[config.mk]
export PLATFORM = sky130hd
export DESIGN_NAME = werewolf_dealer
export DESIGN_NICKNAME = d
export VERILOG_FILES = /design/src/design/werewolf_pkg.sv /design/src/design/segment_decoder.sv /design/src/design/game_control.sv /design/src/design/deal_datapath.sv /design/src/design/role_lookup.sv /design/src/design/werewolf_dealer.sv
export SDC_FILE = /design/constraint.sdc
export NUM_CORES = 1
export LEC_CHECK = 0
export BUFFER_PORTS_ARGS = -buffer_cell sky130_fd_sc_hd__buf_2
export CAP_MARGIN = 0
export CELL_PAD_IN_SITES_DETAIL_PLACEMENT = 1
export CELL_PAD_IN_SITES_GLOBAL_PLACEMENT = 1
export CORE_MARGIN = 5
export CORE_UTILIZATION = 50
export DETAILED_ROUTE_END_ITERATION = 12
export PLACE_DENSITY = 0.91
export SLEW_MARGIN = 10
export SYNTH_ARGS = -nofsm -noshare
export SYNTH_HDL_FRONTEND = slang
export SYNTH_HIERARCHICAL = 1
export SYNTH_SLANG_ARGS = --single-unit
[constraint.sdc]
create_clock -name clock -period 3.9 [get_ports clock]
set_clock_uncertainty 0.05 [all_clocks]
set_input_delay 0.78 -clock clock [delete_from_list [all_inputs] [get_ports clock]]
set_output_delay 0.78 -clock clock [all_outputs]
set_load 0.01 [all_outputs]
[src/design/werewolf_pkg.sv]
package werewolf_pkg;

    // ----------------------------------------------------------------------
    // Game sizes
    // ----------------------------------------------------------------------
    localparam int NUM_PLAYERS = 5;
    localparam int PLAYER_W    = 3;              // Player index width
    localparam int NUM_DEALS   = 20;
    localparam int DEAL_W      = 5;              // Deal index width
    localparam int ROLE_W      = 2;              // One role slot
    localparam int DEAL_BITS   = NUM_PLAYERS * ROLE_W;
    localparam int STATE_W     = 5;              // Also the display code width

    // Role slot encoding
    typedef enum logic [ROLE_W-1:0] {
        ROLE_VILLAGER = 2'd0,
        ROLE_WOLF     = 2'd1,
        ROLE_DOCTOR   = 2'd2,
        ROLE_HIDDEN   = 2'd3
    } role_t;

    // Game FSM states, codes go straight to the state display
    typedef enum logic [STATE_W-1:0] {
        ST_IDLE        = 5'd0,
        ST_CLEAR       = 5'd1,
        ST_SHUFFLE     = 5'd2,
        ST_STORE       = 5'd3,
        ST_SETTLE      = 5'd4,
        ST_NIGHT_START = 5'd5,
        ST_NEXT_PLAYER = 5'd6,
        ST_TURN        = 5'd7,
        ST_NIGHT_DONE  = 5'd8,
        ST_WAIT_PASS   = 5'd9
    } game_state_t;

    // ----------------------------------------------------------------------
    // Deal table, player 0 in the top slot
    // Wolf at k/4, doctor at the (k mod 4)-th non-wolf player
    // ----------------------------------------------------------------------
    localparam logic [DEAL_BITS-1:0] DEAL_TABLE [NUM_DEALS] = '{
        10'b01_10_00_00_00,  // 0  W0 D1
        10'b01_00_10_00_00,  // 1  W0 D2
        10'b01_00_00_10_00,  // 2  W0 D3
        10'b01_00_00_00_10,  // 3  W0 D4
        10'b10_01_00_00_00,  // 4  W1 D0
        10'b00_01_10_00_00,  // 5  W1 D2
        10'b00_01_00_10_00,  // 6  W1 D3
        10'b00_01_00_00_10,  // 7  W1 D4
        10'b10_00_01_00_00,  // 8  W2 D0
        10'b00_10_01_00_00,  // 9  W2 D1
        10'b00_00_01_10_00,  // 10 W2 D3
        10'b00_00_01_00_10,  // 11 W2 D4
        10'b10_00_00_01_00,  // 12 W3 D0
        10'b00_10_00_01_00,  // 13 W3 D1
        10'b00_00_10_01_00,  // 14 W3 D2
        10'b00_00_00_01_10,  // 15 W3 D4
        10'b10_00_00_00_01,  // 16 W4 D0
        10'b00_10_00_00_01,  // 17 W4 D1
        10'b00_00_10_00_01,  // 18 W4 D2
        10'b00_00_00_10_01   // 19 W4 D3
    };

endpackage

[src/design/segment_decoder.sv]
`timescale 1ns/1ps

module segment_decoder
    import werewolf_pkg::*;
(
    input  logic [STATE_W-1:0] code,
    output logic [6:0]         segments  // Active low, bit 6 is g
);

    // Segment map
    //     a(0)
    //  f(5)  b(1)
    //     g(6)
    //  e(4)  c(2)
    //     d(3)

    always_comb begin
        case (code)
            // --------------------------------------------------------------
            // Hex digits
            // --------------------------------------------------------------
            5'd0:  segments = 7'b1000000;
            5'd1:  segments = 7'b1111001;
            5'd2:  segments = 7'b0100100;
            5'd3:  segments = 7'b0110000;
            5'd4:  segments = 7'b0011001;
            5'd5:  segments = 7'b0010010;
            5'd6:  segments = 7'b0000010;
            5'd7:  segments = 7'b1111000;
            5'd8:  segments = 7'b0000000;
            5'd9:  segments = 7'b0010000;
            5'd10: segments = 7'b0001000;  // A
            5'd11: segments = 7'b0000011;  // b
            5'd12: segments = 7'b1000110;  // C
            5'd13: segments = 7'b0100001;  // d
            5'd14: segments = 7'b0000110;  // E
            5'd15: segments = 7'b0001110;  // F
            // --------------------------------------------------------------
            // Upper range, one segment each
            // --------------------------------------------------------------
            5'd16: segments = 7'b1111110;  // a
            5'd17: segments = 7'b1111101;  // b
            5'd18: segments = 7'b1111011;  // c
            5'd19: segments = 7'b1110111;  // d
            5'd20: segments = 7'b1101111;  // e
            5'd21: segments = 7'b1011111;  // f
            5'd22: segments = 7'b0111111;  // g
            // Then segment pairs
            5'd23: segments = 7'b1111100;  // a b
            5'd24: segments = 7'b1110011;  // c d
            5'd25: segments = 7'b1100111;  // d e
            5'd26: segments = 7'b1001111;  // e f
            5'd27: segments = 7'b1011110;  // f a
            5'd28: segments = 7'b0111110;  // a g
            5'd29: segments = 7'b0110111;  // g d
            5'd30: segments = 7'b0111101;  // b g
            5'd31: segments = 7'b0101111;  // e g
            default: segments = 7'b1111111;
        endcase
    end

endmodule

[src/design/game_control.sv]
`timescale 1ns/1ps

module game_control
    import werewolf_pkg::*;
(
    input  logic        clock,
    input  logic        reset,
    input  logic        play,         // Level, sampled as is
    input  logic        pass,         // Level, edge detected here
    input  logic        last_player,
    output logic        clear_game,
    output logic        shuffle,
    output logic        store_deal,
    output logic        clear_player,
    output logic        next_player,
    output logic        reveal,
    output game_state_t state
);

    logic        pass_q0;             // First sample of pass
    logic        pass_q1;             // Delayed sample
    logic        pass_pulse;
    game_state_t state_q;
    game_state_t state_d;

    // ----------------------------------------------------------------------
    // Pass edge detector
    // ----------------------------------------------------------------------
    always_ff @(posedge clock or posedge reset) begin
        if (reset) begin
            pass_q0 <= 1'b0;
            pass_q1 <= 1'b0;
        end else begin
            pass_q0 <= pass;
            pass_q1 <= pass_q0;
        end
    end

    // High for one cycle after pass rises
    assign pass_pulse = pass_q0 & ~pass_q1;

    // ----------------------------------------------------------------------
    // State register
    // ----------------------------------------------------------------------
    always_ff @(posedge clock or posedge reset) begin
        if (reset) begin
            state_q <= ST_IDLE;
        end else begin
            state_q <= state_d;
        end
    end

    // Next state
    always_comb begin
        state_d = state_q;
        case (state_q)
            ST_IDLE: begin
                if (play) begin
                    state_d = ST_CLEAR;
                end
            end
            ST_CLEAR:       state_d = ST_SHUFFLE;
            ST_SHUFFLE: begin
                // Host passes to freeze the deal
                if (pass_pulse) begin
                    state_d = ST_STORE;
                end
            end
            ST_STORE:       state_d = ST_SETTLE;     // Deal register loads
            ST_SETTLE:      state_d = ST_NIGHT_START;
            ST_NIGHT_START: state_d = ST_TURN;       // Player counter cleared
            ST_TURN: begin
                if (pass_pulse) begin
                    state_d = last_player ? ST_NIGHT_DONE : ST_NEXT_PLAYER;
                end
            end
            ST_NEXT_PLAYER: state_d = ST_WAIT_PASS;
            ST_WAIT_PASS: begin
                // Role stays hidden until the next player is ready
                if (pass_pulse) begin
                    state_d = ST_TURN;
                end
            end
            ST_NIGHT_DONE:  state_d = ST_NIGHT_DONE; // Held until reset
            default:        state_d = ST_IDLE;       // Unused codes
        endcase
    end

    // ----------------------------------------------------------------------
    // Moore strobes
    // ----------------------------------------------------------------------
    always_comb begin
        clear_game   = (state_q == ST_IDLE) || (state_q == ST_CLEAR);
        shuffle      = (state_q == ST_SHUFFLE);
        store_deal   = (state_q == ST_STORE);
        clear_player = (state_q == ST_IDLE) || (state_q == ST_CLEAR)
                    || (state_q == ST_NIGHT_START);
        next_player  = (state_q == ST_NEXT_PLAYER);
        reveal       = (state_q == ST_TURN);
    end

    assign state = state_q;

endmodule

[src/design/deal_datapath.sv]
`timescale 1ns/1ps

module deal_datapath
    import werewolf_pkg::*;
(
    input  logic                 clock,
    input  logic                 reset,
    input  logic                 clear_game,
    input  logic                 shuffle,
    input  logic                 store_deal,
    input  logic                 clear_player,
    input  logic                 next_player,
    output logic [DEAL_W-1:0]    deal_index,
    output logic [DEAL_BITS-1:0] deal,
    output logic [PLAYER_W-1:0]  player,
    output logic                 last_player
);

    logic [DEAL_W-1:0]    deal_count;   // Free-running while shuffling
    logic [DEAL_W-1:0]    read_index;   // Index of the word in read_word
    logic [DEAL_BITS-1:0] read_word;
    logic [DEAL_BITS-1:0] deal_q;
    logic [PLAYER_W-1:0]  player_q;

    // ----------------------------------------------------------------------
    // Deal counter, modulo NUM_DEALS
    // ----------------------------------------------------------------------
    always_ff @(posedge clock or posedge reset) begin
        if (reset) begin
            deal_count <= '0;
        end else if (clear_game) begin
            deal_count <= '0;
        end else if (shuffle) begin
            if (deal_count == DEAL_W'(NUM_DEALS - 1)) begin
                deal_count <= '0;
            end else begin
                deal_count <= deal_count + 1'b1;
            end
        end
    end

    // Table read, tracks the counter while shuffling
    always_ff @(posedge clock or posedge reset) begin
        if (reset) begin
            read_index <= '0;
        end else if (clear_game) begin
            read_index <= '0;
        end else if (shuffle) begin
            read_index <= deal_count;
        end
    end

    always_ff @(posedge clock) begin
        if (shuffle) begin
            read_word <= DEAL_TABLE[deal_count];
        end
    end

    // Latched deal for the night
    always_ff @(posedge clock or posedge reset) begin
        if (reset) begin
            deal_q <= '0;
        end else if (clear_game) begin
            deal_q <= '0;
        end else if (store_deal) begin
            deal_q <= read_word;               // Word frozen one cycle earlier
        end
    end

    // ----------------------------------------------------------------------
    // Player counter
    // ----------------------------------------------------------------------
    always_ff @(posedge clock or posedge reset) begin
        if (reset) begin
            player_q <= '0;
        end else if (clear_player) begin
            player_q <= '0;
        end else if (next_player) begin
            if (last_player) begin
                player_q <= '0;                // Wrap, not reached in play
            end else begin
                player_q <= player_q + 1'b1;
            end
        end
    end

    assign last_player = (player_q == PLAYER_W'(NUM_PLAYERS - 1));
    assign deal_index  = read_index;
    assign deal        = deal_q;
    assign player      = player_q;

endmodule

[src/design/role_lookup.sv]
`timescale 1ns/1ps

module role_lookup
    import werewolf_pkg::*;
(
    input  logic                 clock,
    input  logic                 reset,
    input  logic [PLAYER_W-1:0]  player,
    input  logic [DEAL_BITS-1:0] deal,
    input  logic                 reveal,
    output role_t                role
);

    role_t role_d;
    role_t role_q;

    // Slot of the current player, player 0 at the top
    always_comb begin
        int slot_lsb;
        slot_lsb = 0;
        role_d   = ROLE_HIDDEN;                // Index out of range
        if (int'(player) < NUM_PLAYERS) begin
            slot_lsb = ROLE_W * (NUM_PLAYERS - 1 - int'(player));
            role_d   = role_t'(deal[slot_lsb +: ROLE_W]);
        end
    end

    always_ff @(posedge clock or posedge reset) begin
        if (reset) begin
            role_q <= ROLE_HIDDEN;
        end else begin
            role_q <= role_d;                  // One cycle behind player
        end
    end

    // Shown only during a turn
    assign role = reveal ? role_q : ROLE_HIDDEN;

endmodule

[src/design/werewolf_dealer.sv]
`timescale 1ns/1ps

module werewolf_dealer
    import werewolf_pkg::*;
(
    input  logic                clock,
    input  logic                reset,
    input  logic                play,
    input  logic                pass,
    output role_t               role,
    output logic [PLAYER_W-1:0] player,
    output logic [DEAL_W-1:0]   deal_index,
    output game_state_t         state,
    output logic                night_done,
    output logic [6:0]          role_segments,
    output logic [6:0]          player_segments,
    output logic [6:0]          deal_segments,
    output logic [6:0]          state_segments
);

    logic                 clear_game;
    logic                 shuffle;
    logic                 store_deal;
    logic                 clear_player;
    logic                 next_player;
    logic                 reveal;
    logic                 last_player;
    logic [DEAL_BITS-1:0] deal;

    // ----------------------------------------------------------------------
    // Control, datapath and role result
    // ----------------------------------------------------------------------
    game_control u_game_control (
        .clock        (clock),
        .reset        (reset),
        .play         (play),
        .pass         (pass),
        .last_player  (last_player),
        .clear_game   (clear_game),
        .shuffle      (shuffle),
        .store_deal   (store_deal),
        .clear_player (clear_player),
        .next_player  (next_player),
        .reveal       (reveal),
        .state        (state)
    );

    deal_datapath u_deal_datapath (
        .clock        (clock),
        .reset        (reset),
        .clear_game   (clear_game),
        .shuffle      (shuffle),
        .store_deal   (store_deal),
        .clear_player (clear_player),
        .next_player  (next_player),
        .deal_index   (deal_index),
        .deal         (deal),
        .player       (player),
        .last_player  (last_player)
    );

    role_lookup u_role_lookup (
        .clock  (clock),
        .reset  (reset),
        .player (player),
        .deal   (deal),
        .reveal (reveal),
        .role   (role)
    );

    assign night_done = (state == ST_NIGHT_DONE);

    // ----------------------------------------------------------------------
    // Displays, codes zero extended to five bits
    // ----------------------------------------------------------------------
    segment_decoder u_role_display (
        .code     ({{(STATE_W - ROLE_W){1'b0}}, role}),
        .segments (role_segments)
    );

    segment_decoder u_player_display (
        .code     ({{(STATE_W - PLAYER_W){1'b0}}, player}),
        .segments (player_segments)
    );

    segment_decoder u_deal_display (
        .code     (deal_index),
        .segments (deal_segments)
    );

    segment_decoder u_state_display (
        .code     (state),     // State codes 0 to 9
        .segments (state_segments)
    );

endmodule

==> results_dict.tcl, run 1 <==
set metrics [dict create \
    drcViolationCount 0 \
    insertion_delay_ns 0.30 \
    place_congestion 0.882 \
    synth_top_area_cell "dfrtp_1" \
    h-tree-depth 2 \
    hold_class "input pin to async pin" \
    ant_nets 0 \
    vias 3507 \
    synth-seq-area-share_pct 25.2 \
    required_ns 3.07 \
    synthFlopType "dfrtp_1" \
    synth_top_area_share_pct 17.0 \
    die-area_um2 10500 \
    synth_area_um2 4270 \
    ys_types 67 \
    drt_iter0_drc 154 \
    status "finished clean" \
    row_count 33 \
    gr-total-overflow 0 \
    drt-wirelength-per-cell_um 17.9 \
    synth_compound_area_share_pct 15.0 \
    layout_commonest_cell "mux2i_1" \
    pwr-share-clk_pct 11.1 \
    syn_inst 465 \
    synth_edf_count 10 \
    synth_mux_area_share_pct 17.8 \
    die_h_um 102 \
    coreArea_um2 8260 \
    arrival_ns 2.34 \
    grt_pass1_vias 3662 \
    grt_max_degree 38 \
    period_needed_ns 3.17 \
    vias_per_cell 5.86 \
    path_max_fanout 9 \
    power_switching_w 0.00117 \
    syn_to_final_growth_pct 5.62 \
    numCtsBuffers 5 \
    clock_sinks 41 \
    p_int_w 0.00140 \
    power_leakage_nw 2.01 \
    rsz0062_at_grt "false" \
    swShare_pct 45.6 \
    async_reset_ff_share_pct 75.6 \
    cts_buffer_depth 2 \
    max_slew_margin_pct 29.5 \
    yosys.area_share.xor_xnor_pct 1.76 \
    tritoncts "done" \
    synth_adder_area_share_pct 11.4 \
    ir_worst_vdd_mv 0.245 \
    finalWirelength_um 10700 \
    drive_gt1_share_pct 17.8 \
    cp-start-kind "flop" \
    power_density_nw_per_um2 570 \
    postCtsSetupBuffers 0 \
    critPathCaptureType "primary output" \
    num_io_pins 48 \
    layout.cells.non_filler 598 \
    synth.area.top_cells "dfrtp_1 17%, mux2i_1 13%, ha_1 11%" \
    firstDrtPassIters 4 \
    diodes 0 \
    cts-root-buf "clkbuf_8" \
    syn_avg_cell_area_um2 9.19 \
    yosys.area_share.simple_pct 19.0 \
    dp.cells 590 \
    start_util_pct 51.7 \
    yosys_warnings 6 \
    synth_top_family_by_area "simple AND/OR/NAND/NOR gates" \
    finalMaxSlewViolations 0 \
    ctsResizeCount 0 \
    fmax_ghz 0.316 \
    crit_type "flop to primary output" \
    drv_cap 0 \
    io_buffers 45 \
    grt_antenna_before_repair 0 \
    tns_ns 0 \
    synth-seq-cells 41 \
    grt_first_pass_wirelength_um 17700 \
    hold_viol 0 \
    post-route-period-util_pct 81.2 \
    grt_usage_pct 20.9 \
    dp_hpwl_um 7880 \
    nNetsFinal 535 \
    most-common-layout-cells "55 x mux2i_1, 45 x buf_2, 43 x nand2_1" \
    power_frac_seq_pct 28.4 \
    power_frac_comb_pct 60.5 \
    postCtsHoldBufs 0 \
    die_w_um 102 \
    clk_pin_slew_ns 0.07 \
    worst_pin_slew_ns 1.05 \
    setup_viol 0 \
]
-- worst paths after layout --
| check | startpoint | endpoint | slack [ns] | depth (start not counted) |
|---|---|---|---|---|
| worst max-delay path | u_game_control/state[1] | role_segments[0] | 0.73 | 9 |
| worst min-delay path | reset | u_game_control/state[1] | 0.37 | 2 |
| worst max register to register | u_game_control/state[3] | u_deal_datapath/deal_count[4] | 1.59 | 6 |
| min in group clock | u_game_control/pass_q0 | u_game_control/pass_q1 | 0.37 | 0 |
| worst min register to register | u_game_control/pass_q0 | u_game_control/pass_q1 | 0.37 | 0 |
| max in group asynchronous | reset | u_deal_datapath/deal_index[2] | 2.57 | 2 |
-- area by class of cell --
class	instances	area [um^2]
repair buffers	50	263
well taps	105	131
fillers	996	3740
inverters	33	124
flip-flops and latches	41	1080
multi-input cells	361	2830
clock buffers	8	90.1
-- cell usage after synthesis, drive strengths merged (11+ instances only) --
master	count
dfrtp	29
nor2	32
ha	39
o211ai	12
buf	30
mux2i	55
mux2	11
a21oi	15
nor2b	14
o21ai	15
nand2	43
inv	33
nand2b	16
-- metal layers --
metal | vias to the layer above | part of all wire [%] | track usage, %
met3 | 20 | 2.5 | 2.80
met4 | 0 | 1.7 | 5.55
met5 | - | 0 | 0
li1 | 1687 | - | -
met2 | 51 | 53 | 38.5
met1 | 1749 | 42 | 25.5
-- worst max-delay path, cell delays in order (launching register included) --
cell and delay, ns:
dfrtp_1 0.38, nor2b_4 0.14, and3_1 0.21, nand2b_1 0.25, inv_1 0.15, ha_1 0.24
mux2i_1 0.17, mux2i_1 0.10, mux2_4 0.27, buf_2 0.14
-- kinds of logic after synthesis --
| family | after synthesis |
|---|---|
| xor gates and xnor gates | 6 |
| DFF | 41 |
| AOI/OAI and AO/OA | 89 |
| buffers and inverters | 69 |
| and+or+nand+nor | 150 |
| adders and majority gates | 39 |
| other | 2 |
| muxes | 69 |
-- sequential cells by signal (all words and copies together), names as in the netlist --
signal and count:
u_game_control/state 4, u_deal_datapath/deal 10, u_deal_datapath/player 3, u_deal_datapath/deal_count 5, u_game_control/pass_q0 1, u_deal_datapath/read_word 10, u_deal_datapath/deal_index 5, u_role_lookup/role_q 2
u_game_control/pass_q1 1
-- stage by stage --
step | total power, W | setup slack, ns | hold WS, ns | area, um^2 | utilization [%]
after global placement | 0.00216 | 1.22 | 0.343 | 4420 | 53.5
after floorplan | 0.00189 | 0.997 | 0.325 | 4300 | -
after CTS | 0.00257 | 0.704 | 0.364 | 4510 | 54.6
after detailed placement | 0.00227 | 1.04 | 0.357 | 4420 | 53.5
final | 0.00257 | 0.731 | 0.366 | 4510 | 54.7
after global routing | 0.00277 | 0.536 | 0.369 | 4510 | 54.7
-- power groups by stage --
| stage | combinational, W | sequential (W) | clock [W] |
|---|---|---|---|
| 2_1_floorplan | 0.00116 | 0.000729 | 0 |
| 3_3_place_gp | 0.00144 | 0.000720 | 0 |
| 3_5_place_dp | 0.00154 | 0.000739 | 0 |
| 4_1_cts | 0.00154 | 0.000729 | 0.000297 |
| 5_1_grt | 0.00171 | 0.000754 | 0.000314 |
| 6_report | 0.00156 | 0.000730 | 0.000285 |
Note: power is estimated with default switching activity, not from simulation.
==> run 2: changes to the inputs <==
--- a/config.mk
+++ b/config.mk
@@ -10,9 +10,9 @@
 export CELL_PAD_IN_SITES_DETAIL_PLACEMENT = 1
 export CELL_PAD_IN_SITES_GLOBAL_PLACEMENT = 1
 export CORE_MARGIN = 5
-export CORE_UTILIZATION = 50
+export CORE_UTILIZATION = 46
 export DETAILED_ROUTE_END_ITERATION = 12
-export PLACE_DENSITY = 0.91
+export PLACE_DENSITY = 0.85
 export SLEW_MARGIN = 10
 export SYNTH_ARGS = -nofsm -noshare
 export SYNTH_HDL_FRONTEND = slang
==> constraint.sdc (replaced) <==
create_clock -name clock -period 3.1 [get_ports clock]
set_clock_uncertainty 0.05 [all_clocks]
set_input_delay 0.62 -clock clock [delete_from_list [all_inputs] [get_ports clock]]
set_output_delay 0.62 -clock clock [all_outputs]
set_load 0.01 [all_outputs]
==> run 2 against run 1 <==
Effect of this change:
- highest routed layer unchanged
- core utilization fell by 4.7 points
- largest power group unchanged
- largest cell class unchanged
- global-route usage decreased by 1.9 points
- final cell count rose by 1.7%
- count of clock-buffer cells in the layout fell by 3
- combinational power rose by 27%
- final area is 1.2% higher
- critical path type unchanged
==> results_dict.tcl, run 2 (synthesis gave the netlist of run 1 again) <==
set metrics [dict create \
    tns_ns 0 \
    gr-total-overflow 0 \
    design_area_um2 4570 \
    grt_usage_pct 19.0 \
    place_congestion 0.821 \
    coreArea_um2 9150 \
    reg2reg_from "u_game_control/state[3]" \
    hold_viol 0 \
    row_count 35 \
    cpMaxStageDelayCell "dfrtp_1" \
    grt_antenna_before_repair 0 \
    slowest_delay_ns 0.40 \
    setup_viol 0 \
    path_cells "nor2b_4 -> and3_1 -> nand2b_1 -> buf_4 -> inv_1 -> ha_1 -> mux2i_1 -> mux2i_1 -> mux2_4 -> buf_2" \
    max_slew_margin_pct 37.6 \
    finalMaxSlewViolations 0 \
    drcViolationCount 0 \
    grt_max_degree 38 \
    pre_cts_ws_ns 0.415 \
    crit_type "flop to primary output" \
    period_needed_ns 2.91 \
    drt-wirelength-per-cell_um 17.5 \
    startpoint "u_game_control/state[1]" \
    die_w_um 106 \
    power_leakage_nw 2.03 \
    syn_to_final_growth_pct 6.91 \
    cts_buffer_depth 2 \
    clk_pin_slew_ns 0.08 \
    postCtsSetupBuffers 0 \
    arrival_ns 2.24 \
    r2r_cells 6 \
    drive_gt1_share_pct 19.1 \
    rsz0062_at_grt "false" \
    post-route-period-util_pct 93.7 \
    h-tree-depth 2 \
    status "finished clean" \
    vias_per_cell 5.79 \
    layout_commonest_cell "mux2i_1" \
    die_h_um 106 \
    most-common-layout-cells "55 x mux2i_1, 45 x buf_2, 43 x nand2_1" \
    path_max_fanout 9 \
    hold_class "input pin to async pin" \
    finalWirelength_um 10600 \
    tritoncts "done" \
    worst_pin_slew_ns 0.935 \
    worst_slack_ns 0.194 \
    critPathCaptureType "primary output" \
    drv_cap 0 \
    cp-endpoint "role_segments[0]" \
    firstDrtPassIters 4 \
    nNetsFinal 539 \
    die-area_um2 11300 \
    required_ns 2.43 \
    ant_nets 0 \
    vias 3519 \
    placed_area_um2 4450 \
    drt_iter0_drc 135 \
    cp-start-kind "flop" \
    io_buffers 45 \
    fmax_ghz 0.344 \
    clock_sinks 41 \
    insertion_delay_ns 0.29 \
    reg2reg_slack_ns 0.99 \
    cts-root-buf "clkbuf_8" \
    grt_first_pass_wirelength_um 17900 \
    diodes 0 \
    grt_pass1_vias 3727 \
    ir_worst_vdd_mv 0.436 \
    utilization_pct 49.9 \
    crit_top_cell "mux2i_1" \
    start_util_pct 46.7 \
    r2r-end "u_deal_datapath/deal_count[2]" \
    fillers 1074 \
    power_density_nw_per_um2 725 \
    numCtsBuffers 5 \
    power_w 0.00331 \
    dp_hpwl_um 7960 \
    num_io_pins 48 \
]
-- run 2: per-layer routing --
metal / track usage (%) / vias up / wire [um]
li1: - / 1695 / -
met1: 21.8 / 1742 / 4430
met2: 36.5 / 60 / 5730
met3: 2.91 / 22 / 264
met4: 4.81 / 0 / 224
met5: 0 / - / 0
-- run 2: layout make-up --
cell class	instances	area (um^2)	area share, %
timing repair buffer	54	293	6.41
sequential	41	1080	23.6
multi-input combinational	361	2820	61.8
tap	111	139	3.04
inverter	33	124	2.71
clock buffer	5	68.8	1.51
clock inverter	3	41.3	0.904
-- run 2: what timing repair did --
| action | in CTS | in global routing |
|---|---|---|
| endpoints found under the setup margin | 0 | 3 |
| hold buffers | 0 | 0 |
| resized for setup | 0 | 2 |
-- run 2: worst min-delay path by stage --
stage	cells after the start	start	to	slack (ns)
final	2	reset	u_game_control/pass_q0	0.25
after CTS	2	reset	u_game_control/pass_q0	0.25
after global placement	0	u_game_control/pass_q0	u_game_control/pass_q1	0.35
after global routing	2	reset	u_game_control/pass_q0	0.26
after floorplan	0	u_game_control/pass_q0	u_game_control/pass_q1	0.32
after detailed placement	0	u_game_control/pass_q0	u_game_control/pass_q1	0.36
-- run 2: where the power goes --
group          internal, W  total, W  leakage (nW)  switching, W
sequential        0.000752  0.000910         0.502      0.000158
clock             0.000237  0.000420        0.0518      0.000183
combinational     0.000848   0.00198          1.48       0.00113
-- run 2: critical path: cells and delay by family, from the launching register on --
kind                     cells  cell delay [ns]
flip-flops                   1             0.40
adder cells (fa/ha/maj)      1             0.23
AND/OR/NAND/NOR              3             0.44
multiplexers                 3             0.50
buffers and inverters        3             0.39
-- run 2: per-stage QoR --
stage	hold slack [ns]	instances
after floorplan	0.325	471
after global placement	0.353	600
after detailed placement	0.358	600
after CTS	0.253	608
after global routing	0.262	608
final	0.247	608
